[src/verilog/lfmr_alu_pkg.sv]
// chunk geometry functions and result flag structs
// shared by the chunked ALU and its units

package lfmr_alu_pkg;

    //////////////////////////////////////////////////////////////////////
    // chunk geometry
    //////////////////////////////////////////////////////////////////////

    // bits per chunk, one chunk settles per clock
    // a latency of 0 is treated as 1 to avoid a divide by zero
    function automatic int alu_chunk_width(int width, int latency);
        int denom;
        denom = (latency == 0) ? 1 : latency;
        // ceiling division so that no bit is left over
        return (width + denom - 1) / denom;
    endfunction

    // number of chunks needed to cover the whole operand
    function automatic int alu_chunk_count(int width, int latency);
        int chunk_w;
        chunk_w = alu_chunk_width(width, latency);
        return (width + chunk_w - 1) / chunk_w;
    endfunction

    // width of the top chunk
    // equals the chunk width unless the operand does not divide evenly
    function automatic int alu_last_chunk_size(int width, int latency);
        int chunk_w;
        int rem;
        chunk_w = alu_chunk_width(width, latency);
        rem = width % chunk_w;
        return (rem == 0) ? chunk_w : rem;
    endfunction

    //////////////////////////////////////////////////////////////////////
    // result flags
    //////////////////////////////////////////////////////////////////////

    // reductions of operand i1
    typedef struct packed {
        // all bits set
        logic red_and;
        // any bit set
        logic red_or;
        // odd parity
        logic red_xor;
    } reduce_flags_t;

    // compare of i1 against i3
    // neq comes from its own register, not from inverting eq
    typedef struct packed {
        logic eq;
        logic neq;
    } cmp_flags_t;

endpackage
[src/verilog/chunk_carry_adder.sv]
// chunked adder or subtractor, carry or borrow between chunks held in registers
// one chunk settles per clock edge

`timescale 1ns/100ps

module chunk_carry_adder
    import lfmr_alu_pkg::*;
#(
    parameter int WIDTH    = 16,
    parameter int LATENCY  = 4,
    // 0 gives a + b, 1 gives a - b
    parameter bit SUBTRACT = 1'b0
) (
    input  logic             clk,
    input  logic             rst,
    input  logic [WIDTH-1:0] a,
    input  logic [WIDTH-1:0] b,
    output logic [WIDTH-1:0] result
);

    localparam int CHUNK_W     = alu_chunk_width(WIDTH, LATENCY);
    localparam int CHUNK_COUNT = alu_chunk_count(WIDTH, LATENCY);
    localparam int LAST_W      = alu_last_chunk_size(WIDTH, LATENCY);
    // carry out of the top chunk is never stored
    // keep at least one bit so a single chunk still builds
    localparam int CARRY_W     = (CHUNK_COUNT > 1) ? CHUNK_COUNT - 1 : 1;

    typedef logic [CARRY_W-1:0] carry_vec_t;

    // carry_next is combinational, carry_q feeds the chunk above on the next edge
    carry_vec_t carry_q;
    carry_vec_t carry_next;

    //////////////////////////////////////////////////////////////////////
    // per chunk arithmetic
    //////////////////////////////////////////////////////////////////////

    for (genvar k = 0; k < CHUNK_COUNT; k++) begin : g_chunk
        localparam int LO = k * CHUNK_W;
        // top chunk may be narrower
        localparam int SZ = (k == CHUNK_COUNT - 1) ? LAST_W : CHUNK_W;

        logic          carry_in;
        // one extra bit on top holds the carry or borrow out
        logic [SZ:0]   chunk_full;

        // chunk 0 starts the chain with no carry
        if (k == 0) begin : g_first
            assign carry_in = 1'b0;
        end else begin : g_chained
            assign carry_in = carry_q[k-1];
        end

        if (SUBTRACT) begin : g_sub
            // top bit set means this chunk borrowed from the one above
            assign chunk_full = {1'b0, a[LO +: SZ]} - {1'b0, b[LO +: SZ]} - carry_in;
        end else begin : g_add
            assign chunk_full = {1'b0, a[LO +: SZ]} + {1'b0, b[LO +: SZ]} + carry_in;
        end

        assign result[LO +: SZ] = chunk_full[SZ-1:0];

        // top chunk wraps modulo 2**WIDTH so its carry out goes nowhere
        if (k < CHUNK_COUNT - 1) begin : g_carry_out
            assign carry_next[k] = chunk_full[SZ];
        end
    end

    // with a single chunk there is no chain to carry
    if (CHUNK_COUNT == 1) begin : g_no_chain
        assign carry_next = '0;
    end

    //////////////////////////////////////////////////////////////////////
    // carry registers
    //////////////////////////////////////////////////////////////////////

    always_ff @(posedge clk) begin
        if (rst) begin
            carry_q <= '0;
        end else begin
            carry_q <= carry_next;
        end
    end

    // the chain must stay known once out of reset, or every chunk above goes X
    carry_known_a: assert property (
        @(posedge clk) disable iff (rst) !$isunknown(carry_q)
    ) else $error("chunk_carry_adder: carry register holds unknown bits");

endmodule

[src/verilog/chunk_comparator.sv]
// two stage registered equality and inequality of a against b
// eq and neq each come straight from a register

`timescale 1ns/100ps

module chunk_comparator
    import lfmr_alu_pkg::*;
#(
    parameter int WIDTH   = 16,
    parameter int LATENCY = 4
) (
    input  logic             clk,
    input  logic             rst,
    input  logic [WIDTH-1:0] a,
    input  logic [WIDTH-1:0] b,
    output cmp_flags_t       cmp
);

    localparam int CHUNK_W     = alu_chunk_width(WIDTH, LATENCY);
    localparam int CHUNK_COUNT = alu_chunk_count(WIDTH, LATENCY);
    localparam int LAST_W      = alu_last_chunk_size(WIDTH, LATENCY);

    typedef logic [CHUNK_COUNT-1:0] chunk_vec_t;

    chunk_vec_t chunk_eq_d;
    chunk_vec_t chunk_eq_q;
    // set once stage 1 holds real compare results
    logic       primed_q;
    logic       eq_q;
    logic       neq_q;

    //////////////////////////////////////////////////////////////////////
    // stage 1, compare each chunk
    //////////////////////////////////////////////////////////////////////

    for (genvar k = 0; k < CHUNK_COUNT; k++) begin : g_chunk
        localparam int LO = k * CHUNK_W;
        localparam int SZ = (k == CHUNK_COUNT - 1) ? LAST_W : CHUNK_W;

        assign chunk_eq_d[k] = (a[LO +: SZ] == b[LO +: SZ]);
    end

    always_ff @(posedge clk) begin
        if (rst) begin
            chunk_eq_q <= '0;
            primed_q   <= 1'b0;
        end else begin
            chunk_eq_q <= chunk_eq_d;
            primed_q   <= 1'b1;
        end
    end

    //////////////////////////////////////////////////////////////////////
    // stage 2, AND of chunk results, NAND in a second register
    //////////////////////////////////////////////////////////////////////

    // both bits stay low until stage 1 has loaded once after reset
    // otherwise the reset zeros in stage 1 would read as a mismatch
    always_ff @(posedge clk) begin
        if (rst) begin
            eq_q  <= 1'b0;
            neq_q <= 1'b0;
        end else begin
            eq_q  <= primed_q & (&chunk_eq_q);
            // separate flop keeps the inverter off the output path
            neq_q <= primed_q & ~(&chunk_eq_q);
        end
    end

    assign cmp.eq  = eq_q;
    assign cmp.neq = neq_q;

    eq_neq_exclusive_a: assert property (
        @(posedge clk) !(eq_q && neq_q)
    ) else $error("chunk_comparator: eq and neq both set");

endmodule

[src/verilog/chunk_reducer.sv]
// two stage registered AND, OR and XOR reduction of one operand
// chunk stage first, then the combine stage

`timescale 1ns/100ps

module chunk_reducer
    import lfmr_alu_pkg::*;
#(
    parameter int WIDTH   = 16,
    parameter int LATENCY = 4
) (
    input  logic             clk,
    input  logic             rst,
    input  logic [WIDTH-1:0] operand,
    output reduce_flags_t    flags
);

    localparam int CHUNK_W     = alu_chunk_width(WIDTH, LATENCY);
    localparam int CHUNK_COUNT = alu_chunk_count(WIDTH, LATENCY);
    localparam int LAST_W      = alu_last_chunk_size(WIDTH, LATENCY);

    // one bit per chunk
    typedef logic [CHUNK_COUNT-1:0] chunk_vec_t;

    chunk_vec_t    chunk_and_d;
    chunk_vec_t    chunk_or_d;
    chunk_vec_t    chunk_xor_d;
    chunk_vec_t    chunk_and_q;
    chunk_vec_t    chunk_or_q;
    chunk_vec_t    chunk_xor_q;
    reduce_flags_t flags_q;

    //////////////////////////////////////////////////////////////////////
    // stage 1, reduce each chunk
    //////////////////////////////////////////////////////////////////////

    for (genvar k = 0; k < CHUNK_COUNT; k++) begin : g_chunk
        localparam int LO = k * CHUNK_W;
        localparam int SZ = (k == CHUNK_COUNT - 1) ? LAST_W : CHUNK_W;

        assign chunk_and_d[k] = &operand[LO +: SZ];
        assign chunk_or_d[k]  = |operand[LO +: SZ];
        assign chunk_xor_d[k] = ^operand[LO +: SZ];
    end

    always_ff @(posedge clk) begin
        if (rst) begin
            chunk_and_q <= '0;
            chunk_or_q  <= '0;
            chunk_xor_q <= '0;
        end else begin
            chunk_and_q <= chunk_and_d;
            chunk_or_q  <= chunk_or_d;
            chunk_xor_q <= chunk_xor_d;
        end
    end

    //////////////////////////////////////////////////////////////////////
    // stage 2, combine each column across chunks
    //////////////////////////////////////////////////////////////////////

    // stage 1 is all zero right after reset, so the first edge still gives 0 flags
    always_ff @(posedge clk) begin
        if (rst) begin
            flags_q <= '0;
        end else begin
            flags_q.red_and <= &chunk_and_q;
            flags_q.red_or  <= |chunk_or_q;
            flags_q.red_xor <= ^chunk_xor_q;
        end
    end

    assign flags = flags_q;

    // both columns come from the same stage 1 snapshot
    // so all ones can never show up with no bit set
    and_implies_or_a: assert property (
        @(posedge clk) flags_q.red_and |-> flags_q.red_or
    ) else $error("chunk_reducer: red_and set while red_or is clear");

endmodule

[src/verilog/lfmr_alu.sv]
// top level of the chunked multi-cycle ALU
// sum, difference, reductions of i1 and compare of i1 with i3

`timescale 1ns/100ps

module lfmr_alu
    import lfmr_alu_pkg::*;
#(
    parameter int WIDTH   = 16,
    // settle cycles, at least 2 for the two stage reduce and compare
    parameter int LATENCY = 4
) (
    input  logic             clk,
    input  logic             rst,
    input  logic [WIDTH-1:0] i1,
    input  logic [WIDTH-1:0] i2,
    input  logic [WIDTH-1:0] i3,
    output logic [WIDTH-1:0] sum,
    output logic [WIDTH-1:0] sub,
    output reduce_flags_t    flags,
    output cmp_flags_t       cmp
);

    //////////////////////////////////////////////////////////////////////
    // elaboration checks
    //////////////////////////////////////////////////////////////////////

    if (LATENCY < 2) begin : g_latency_check
        $error("lfmr_alu: LATENCY must be at least 2");
    end

    //////////////////////////////////////////////////////////////////////
    // units, each drives one result
    //////////////////////////////////////////////////////////////////////

    // i1 + i2
    chunk_carry_adder #(
        .WIDTH    (WIDTH),
        .LATENCY  (LATENCY),
        .SUBTRACT (1'b0)
    ) add_i (
        .clk    (clk),
        .rst    (rst),
        .a      (i1),
        .b      (i2),
        .result (sum)
    );

    // i1 - i2
    chunk_carry_adder #(
        .WIDTH    (WIDTH),
        .LATENCY  (LATENCY),
        .SUBTRACT (1'b1)
    ) sub_i (
        .clk    (clk),
        .rst    (rst),
        .a      (i1),
        .b      (i2),
        .result (sub)
    );

    chunk_reducer #(
        .WIDTH   (WIDTH),
        .LATENCY (LATENCY)
    ) reduce_i (
        .clk     (clk),
        .rst     (rst),
        .operand (i1),
        .flags   (flags)
    );

    // i1 against i3
    chunk_comparator #(
        .WIDTH   (WIDTH),
        .LATENCY (LATENCY)
    ) compare_i (
        .clk (clk),
        .rst (rst),
        .a   (i1),
        .b   (i3),
        .cmp (cmp)
    );

endmodule

[config.mk]
export PLATFORM = sky130hd
export DESIGN_NAME = lfmr_alu
export DESIGN_NICKNAME = d
export VERILOG_FILES = /design/src/verilog/lfmr_alu_pkg.sv /design/src/verilog/chunk_carry_adder.sv /design/src/verilog/chunk_comparator.sv /design/src/verilog/chunk_reducer.sv /design/src/verilog/lfmr_alu.sv
export SDC_FILE = /design/constraint.sdc
export NUM_CORES = 1
export LEC_CHECK = 0
export ABC_AREA = 1
export BUFFER_PORTS_ARGS = -buffer_cell sky130_fd_sc_hd__buf_2
export CAP_MARGIN = 30
export CORE_UTILIZATION = 53
export CTS_CLUSTER_DIAMETER = 80
export CTS_CLUSTER_SIZE = 8
export DETAILED_ROUTE_END_ITERATION = 8
export GPL_TIMING_DRIVEN = 0
export PLACE_DENSITY = 0.85
export SYNTH_ARGS = -nofsm -noshare
export SYNTH_HDL_FRONTEND = slang
export SYNTH_HIERARCHICAL = 1
export SYNTH_SLANG_ARGS = --single-unit
[constraint.sdc]
create_clock -name clk -period 3.4 [get_ports clk]
set_input_delay 0.68 -clock clk [delete_from_list [all_inputs] [get_ports clk]]
set_output_delay 0.68 -clock clk [all_outputs]
set_load 0.01 [all_outputs]
## After elaboration in Yosys (flattened, before gate mapping)

Index checks and enable logic that the tools add are counted.

| word-level totals | value |
|---|---|
| flip-flop bits (word level) | 28 |
| latch bits | 0 |
| bits in writable memories | 0 |
| memory bits (read-only) | 0 |
| input bits | 50 |
| output and inout port bits | 37 |
| word-level logic and storage cells | 50 |
| memories | 0 |

| operators by class | value |
|---|---|
| $add $sub $neg | 14 |
| multipliers | 0 |
| divide/modulo/power cells | 0 |
| magnitude comparators | 0 |
| eq/ne operators | 4 |
| shifts and indexed selects | 0 |
| muxes and demuxes | 1 |
| bitwise logic cells | 3 |
| reduce and logical (&&, ||, !) cells | 16 |

Operators by type and width:

| cell | count |
|---|---|
| AND reduction 4 bit | 6 |
| OR reduction 4 bit | 5 |
| parity 4 bit | 5 |
| == test 4 bit | 4 |
| adder 4 x 4 -> 5 bit | 3 |
| subtractor 4 x 4 -> 5 bit | 3 |
| adder 5 x 1 -> 5 bit | 2 |
| subtractor 5 x 1 -> 5 bit | 2 |
| adder 4 x 1 -> 4 bit | 1 |
| adder 4 bit | 1 |
| subtractor 4 x 1 -> 4 bit | 1 |
| subtractor 4 bit | 1 |
| AND 1 bit | 2 |
| two-way mux 1 bit | 1 |
| NOT 1 bit | 1 |

## Longest topological paths before layout

Gate-level depths: netlist of the first run.

| depth | value |
|---|---|
| depth after elaboration | 3 |
| depth in mapped cells | 13 |
| mapped depth without buffers | 13 |

## By module

Netlist of the first run, hierarchy kept.

Modules (own cells, without submodules):

| module | instances | cells an instance | area an instance (µm²) | sequential area each (µm²) |
|---|---|---|---|---|
| chunk_carry_adder (sub_i) | 1 | 140 | 970.9 | 60.1 |
| chunk_reducer | 1 | 92 | 770.7 | 300.3 |
| chunk_carry_adder (add_i) | 1 | 100 | 742.0 | 60.1 |
| chunk_comparator | 1 | 82 | 474.2 | 140.1 |

## Least setup slack after synthesis of the first run

OpenSTA, ideal clock, no wires.

| path | value |
|---|---|
| path type | in2out |
| from | in i2[4] |
| to | out sub[6] |
| arrival time | 2208 ps |
| data required time | 2720 ps |
| path slack | 512 ps |
| stages | 9 |
| buffers on the path | 1 |
| cells stage by stage | inv_1 fa_1 inv_1 ha_1 inv_1 nand2_1 fa_1 xor2_1 buf_4 |

| between the ends | value |
|---|---|
| cells in the longest elaborated chain, start to end | 2 |

RTL lines:

| what | line | source |
|---|---|---|
| from (decl) | lfmr_alu.sv:16 | `input logic [WIDTH-1:0] i2,` |
| subtractor 4 x 4 -> 5 bit | chunk_carry_adder.sv:56 | `assign chunk_full = {1'b0, a[LO +: SZ]} - {1'b0, b[LO +: SZ]} - carry_in;` |
| subtractor 5 x 1 -> 5 bit | chunk_carry_adder.sv:56 |  |
| to (decl) | lfmr_alu.sv:19 | `output logic [WIDTH-1:0] sub,` |

Every way passes these cells.

## Final worst setup path of the first run

| path | value |
|---|---|
| from | in i1[4] |
| to | out sub[6] |

| between the ends | value |
|---|---|
| cells in the longest elaborated chain, start to end | 2 |

RTL lines:

| what | line | source |
|---|---|---|
| from (decl) | lfmr_alu.sv:15 | `input logic [WIDTH-1:0] i1,` |
| subtractor 4 x 4 -> 5 bit | chunk_carry_adder.sv:56 |  |
| subtractor 5 x 1 -> 5 bit | chunk_carry_adder.sv:56 |  |

Every way passes these cells.

==> results of run 1 <==
## path summary, 6_finish.rpt
kind	slack [ps]	depth (start not counted)	end
setup / recovery	150	10	sub[6]
setup reg to reg	1320	13	sub_i/carry_q[1]
hold / removal	450	2	reduce_i/flags[2]
hold reg to reg	450	2	reduce_i/flags[2]
## synthesized netlist by cell type
cell type    n  area [µm²]
a21oi_1     21         105
a21oi_2      1        8.76
buf_4       26         195
buf_6        1        11.3
dfxtp_1     28         561
fa_1        14         280
ha_1        48         601
inv_1      112         420
inv_2        1        3.75
nand2_1     82         308
nand3_1     18        90.1
nand3b_1     3        22.5
nand4_1      3        18.8
nor2_1      28         105
nor3_1       1        5.00
nor4_2       1        12.5
o211ai_1     1        7.51
o21ai_0      3        15.0
or2_1        2        12.5
xnor2_1     14         123
xor2_1       6        52.6
## power by group through the flow
stage | clock network (µW) | logic, µW | registers, µW
2_1_floorplan | 0 | 381 | 367
3_3_place_gp | 0 | 542 | 366
3_5_place_dp | 0 | 565 | 367
4_1_cts | 265 | 568 | 360
5_1_grt | 280 | 636 | 362
6_report | 257 | 563 | 360
## final cells by class
cell class,count,area (µm²)
sequential,28,561
timing repair buffer,86,430
buffer,27,206
clock buffer,3,41.3
inverter,113,424
clock inverter,1,30.0
fill,449,1690
tap,70,87.6
multi-input combinational,246,1770
## routing by layer
layer | track usage [%] | wire [µm] | share of wire, %
met5 | 0 | 0 | 0
met4 | 2.50 | 19 | 0.33
met3 | 3.10 | 246 | 4.3
met2 | 39.9 | 2990 | 52
met1 | 24.2 | 2480 | 43
## worst register-to-register path, delay by kind of cell, from the launching register on
| family | cells | cell delay [ps] |
|---|---|---|
| adder cells (fa/ha/maj) | 3 | 1080 |
| buffers and inverters | 4 | 230 |
| AND/OR/NAND/NOR | 6 | 370 |
| flip-flops | 1 | 330 |
## kinds of logic after synthesis
logic type               after synthesis  share of synthesized area, %
buffers and inverters                140                          21.3
XOR/XNOR                              20                          5.92
adder cells (fa/ha/maj)               62                          29.8
AO/OA/AOI/OAI                         26                          4.61
AND/OR/NAND/NOR                      138                          19.4
flip-flops                            28                          19.0
## sequential cells by signal, indices dropped and copies added (netlist names)
name                  flops
add_i/carry_q             3
compare_i/primed_q        1
compare_i/neq_q           1
reduce_i/flags            3
sub_i/carry_q             3
compare_i/eq_q            1
reduce_i/chunk_xor_q      4
reduce_i/chunk_and_q      4
compare_i/chunk_eq_q      4
reduce_i/chunk_or_q       4
## through the flow
step           cell area [µm²]  cells  total power (µW)
6_report                  3550    574              1180
5_1_grt                   3550    574              1280
4_1_cts                   3550    574              1190
3_5_place_dp              3480    570               931
3_3_place_gp              3480    570               909
2_1_floorplan             2960    414               748
==> reports/metrics.yaml, run 1 <==
run_status:
  status: "finished clean"
pwr:
  swShare_pct: 33.5
  combPwrFrac_pct: 47.7
  powerDensity_nw_per_um2: 333
  clockPowerShare_pct: 21.8
  vdd_ir_drop_max_mv: 0.176
  p_sw_uw: 395
  p_leak_uw: 0.00219
  intPower_uw: 785
  seqPwrFrac_pct: 30.5
synthesis:
  netlist_instances: 414
  synth_warnings: 6
  syn_area_per_cell_um2: 7.14
  syn-num-nets: 526
  yosysUniqueCellTypes: 21
  ys_seq_area_share_pct: 19.0
  synth_area_um2: 2960
  ys_ff_latch: 28
routing:
  drt-total-wl_um: 5740
  drt_iter0_markers: 71
  wl_per_cell_um: 10.0
  via_per_inst: 4.55
  num_vias: 2610
  drc: 0
  postRouteAntennaNets: 0
  drtPass1Iterations: 4
setup_path:
  path_delay_family: "adder cells"
  startpoint: "i1[4]"
  crit_type: "primary input to output pin"
  cp.arrival_ps: 2570
  cp_cell_sequence: "buf_2, fa_1, inv_1, ha_1, inv_1, nand2_1, fa_1, xor2_1, buf_4, buf_2"
  r2r_start: "sub_i/carry_q[0]"
  endpoint_kind: "output pin"
  critPathBufInv: 5
  setup.worst_path.start_class: "primary input"
  cp.required_ps: 2720
  cp_slowest_cell: "fa_1"
  max_stage_delay_ps: 580
  cp_max_fo: 5
clock_tree:
  cts-htree-levels: 1
  clkSinkCount: 28
  numCtsBuffers: 3
  clk-insertion-delay-late_ps: 270
  cts_resized: 0
  postCtsHoldBufs: 0
  root_buffer: "clkbuf_8"
  cts_tree: "done"
  clk_pin_slew_worst_paths_ps: 90
  clk_path_buf_depth: 2
  cts_setup_buffers: 0
floorplan:
  fp.dieH_um: 76.7
  pin_count: 87
  core_um2: 5240
  die-area_um2: 5880
  row_count: 26
  start_util_pct: 56.5
  die_w_um: 76.7
sta:
  hold_slack_ps: 448
  rsz0062_at_grt: "false"
  relSlewSlack_pct: 73.0
  setup_slack_ps: 145
  maxSlewViolCount: 0
  max_freq_mhz: 307
  finalHoldViolations: 0
  setup_viol: 0
  timing.final.crit_period_ps: 3250
  worst_pin_slew_ps: 406
  finalCritPeriodShare_pct: 95.7
  finalClockSkew_ps: 3.74
  finalSetupTns_ps: 0
place:
  dp_hpwl_um: 4800
  io_buffer_count: 86
  routabilityCongestion: 0.813
  dp_worst_setup_slack_ps: 151
cells_and_area:
  final_common_cell: "inv_1"
  final_util_pct: 67.7
  layout.cells.most_common_list: "112 x inv_1, 86 x buf_2, 82 x nand2_1"
  final_nets: 617
  drive_gt1_share_pct: 23.8
  diodes: 0
  syn_to_final_growth_pct: 19.9
hold_path:
  hold_path_class: "register to register"
  min_from: "reduce_i/chunk_and_q[1]"
global_route:
  grt_pass1_vias: 2557
  grt_first_pass_wirelength_um: 10200
  antenna_found_initial: 0
  grt_max_degree: 19
  global_route.overflow_total: 0
  gr-usage-all-layers_pct: 20.6
run:
  max-cap-violations: 0
Power figures use the tool's default switching activity.
==> inputs of run 2 (changes only) <==
Settings changed: GPL_TIMING_DRIVEN 0 to default.
==> run 2 against run 1 <==
Net effect:
- final cell count fell by 4.7%
- largest power group unchanged
- flip-flop and latch count is the same
- non-clock buffer count down 27
- global-route usage decreased by 0.77 points
- clock-buffer cell count unchanged
- register-to-register slack about the same
- sequential power hardly changed
- worst hold slack better by 8.4 ps
- wire length is 4.0% lower
- clock skew down 1.1 ps
- critical endpoint unchanged
- power is 7.0% lower
- clock power hardly changed
==> reports/metrics.yaml, run 2 (synthesis gave the netlist of run 1 again) <==
setup_path:
  critPathBufInv: 4  # -1
  cp_max_fo: 5  # unchanged
  cp_cell_sequence: "buf_2, fa_1, inv_1, ha_1, inv_1, nand2_1, fa_1, xor2_1, buf_2"
  crit_type: "primary input to output pin"
  cp.required_ps: 2720  # about the same
  setup.worst_path.start_class: "primary input"
  ff2ff_path_depth: 13  # unchanged
  cp.depth: 9  # -1
  endpoint_kind: "output pin"
  path_delay_family: "adder cells"
  max_stage_delay_ps: 570  # about the same
  cp.arrival_ps: 2430  # -140 ps
  cp_slowest_cell: "fa_1"
sta:
  rsz0062_at_grt: "false"
  relSlewSlack_pct: 65.8  # -7.2 points
  setup_viol: 0  # unchanged
  timing.final.crit_period_ps: 3110  # -146 ps
  setup_slack_ps: 291  # +146 ps
  maxSlewViolCount: 0  # unchanged
  max_freq_mhz: 322  # +4.7%
  finalSetupTns_ps: 0  # unchanged
  finalHoldViolations: 0  # unchanged
  finalClockSkew_ps: 2.59  # -1.15 ps
  worst_pin_slew_ps: 513  # +107 ps
  finalCritPeriodShare_pct: 91.4  # -4.3 points
global_route:
  antenna_found_initial: 0  # unchanged
  grt_max_degree: 28  # +9
  global_route.overflow_total: 0  # unchanged
  gr-usage-all-layers_pct: 19.9  # -0.77 points
  grt_pass1_vias: 2384  # -6.8%
  grt_first_pass_wirelength_um: 9620  # -5.6%
cells_and_area:
  final_common_cell: "inv_1"
  drive_gt1_share_pct: 19.5  # -4.3 points
  syn_to_final_growth_pct: 12.9
  seq_area_um2: 561  # unchanged
  multi_input_area_um2: 1770  # unchanged
  diodes: 0  # unchanged
  final_nets: 590  # -4.4%
  layout.cells.most_common_list: "112 x inv_1, 86 x buf_2, 82 x nand2_1"
  nFillCells: 469  # +4.5%
floorplan:
  fp.dieH_um: 76.7  # unchanged
  die-area_um2: 5880  # unchanged
  start_util_pct: 56.5  # unchanged
  row_count: 26  # unchanged
  core_um2: 5240  # unchanged
  die_w_um: 76.7  # unchanged
  pin_count: 87  # unchanged
clock_tree:
  cts-htree-levels: 1  # unchanged
  clk_pin_slew_worst_paths_ps: 100  # about the same
  clk-insertion-delay-late_ps: 270  # about the same
  cts_resized: 0  # unchanged
  cts_setup_buffers: 0  # unchanged
  root_buffer: "clkbuf_8"
  cts_tree: "done"
  clkSinkCount: 28  # unchanged
  postCtsHoldBufs: 0  # unchanged
  numCtsBuffers: 3  # unchanged
  clk_path_buf_depth: 2  # unchanged
routing:
  postRouteAntennaNets: 0  # unchanged
  wl_per_cell_um: 10.1  # +0.69%
  drtPass1Iterations: 4  # unchanged
  drc: 0  # unchanged
  via_per_inst: 4.62  # +1.6%
  num_vias: 2527  # -3.2%
  drt-total-wl_um: 5510  # -4.0%
  drt_iter0_markers: 85  # +20%
run:
  max-cap-violations: 0  # unchanged
run_status:
  status: "finished clean"
pwr:
  powerDensity_nw_per_um2: 329  # -1.3%
  vdd_ir_drop_max_mv: 0.250  # +42%
  p_leak_uw: 0.00206  # -6.0%
hold_path:
  whs_path_depth: 2  # unchanged
  hold_path_class: "register to register"
place:
  dp_hpwl_um: 4750  # -0.93%
  routabilityCongestion: 0.849  # +4.5%
  dp_worst_setup_slack_ps: 283  # +132 ps
  io_buffer_count: 86  # unchanged
## run 2: cell types whose count changed in the layout (fill, tap and decap cells not counted), sizes merged
| cell | previous run | this run |
|---|---|---|
| buf | 113 | 86 |
## run 2: area by class of cell
cell class                 instances  area share [%]
inverter                         113            12.7
timing repair buffer              86            12.9
multi-input combinational        246            52.9
sequential                        28            16.8
clock inverter                     1           0.899
tap                               70            2.62
clock buffer                       3            1.24
## run 2: final timing paths
kind	from	to	slack, ps
max reg2reg	sub_i/carry_q[0]	sub_i/carry_q[1]	1310
max	i1[4]	sub[6]	290
min	reduce_i/chunk_and_q[1]	reduce_i/flags[2]	460
min reg2reg	reduce_i/chunk_and_q[1]	reduce_i/flags[2]	460
## run 2: metrics by stage
step | cell area, µm² | hold WS, ps | util, % | total power (µW) | std cells
6_report | 3340 | 456 | 63.8 | 1100 | 547
5_1_grt | 3340 | 478 | 63.8 | 1190 | 547
4_1_cts | 3340 | 463 | 63.8 | 1110 | 547
3_5_place_dp | 3270 | 450 | 62.4 | 848 | 543
3_3_place_gp | 3270 | 441 | 62.4 | 827 | 543
2_1_floorplan | 2960 | 410 | - | 748 | 414
## run 2: worst min-delay path, cell delays in order, from the launching register on
cell and delay, ps:
dfxtp_1 310, nand4_1 70, nor2_1 40
## run 2: layer usage
layer	vias up	wire length (µm)	track usage, %
met5	-	0	0
met4	0	31	3.65
met3	4	304	4.40
met2	62	2790	37.8
met1	1135	2380	22.5
li1	1326	-	-
## run 2: power breakdown
part           internal, µW  switching (µW)
clock network           158             103
registers               350            9.42
logic                   208             269
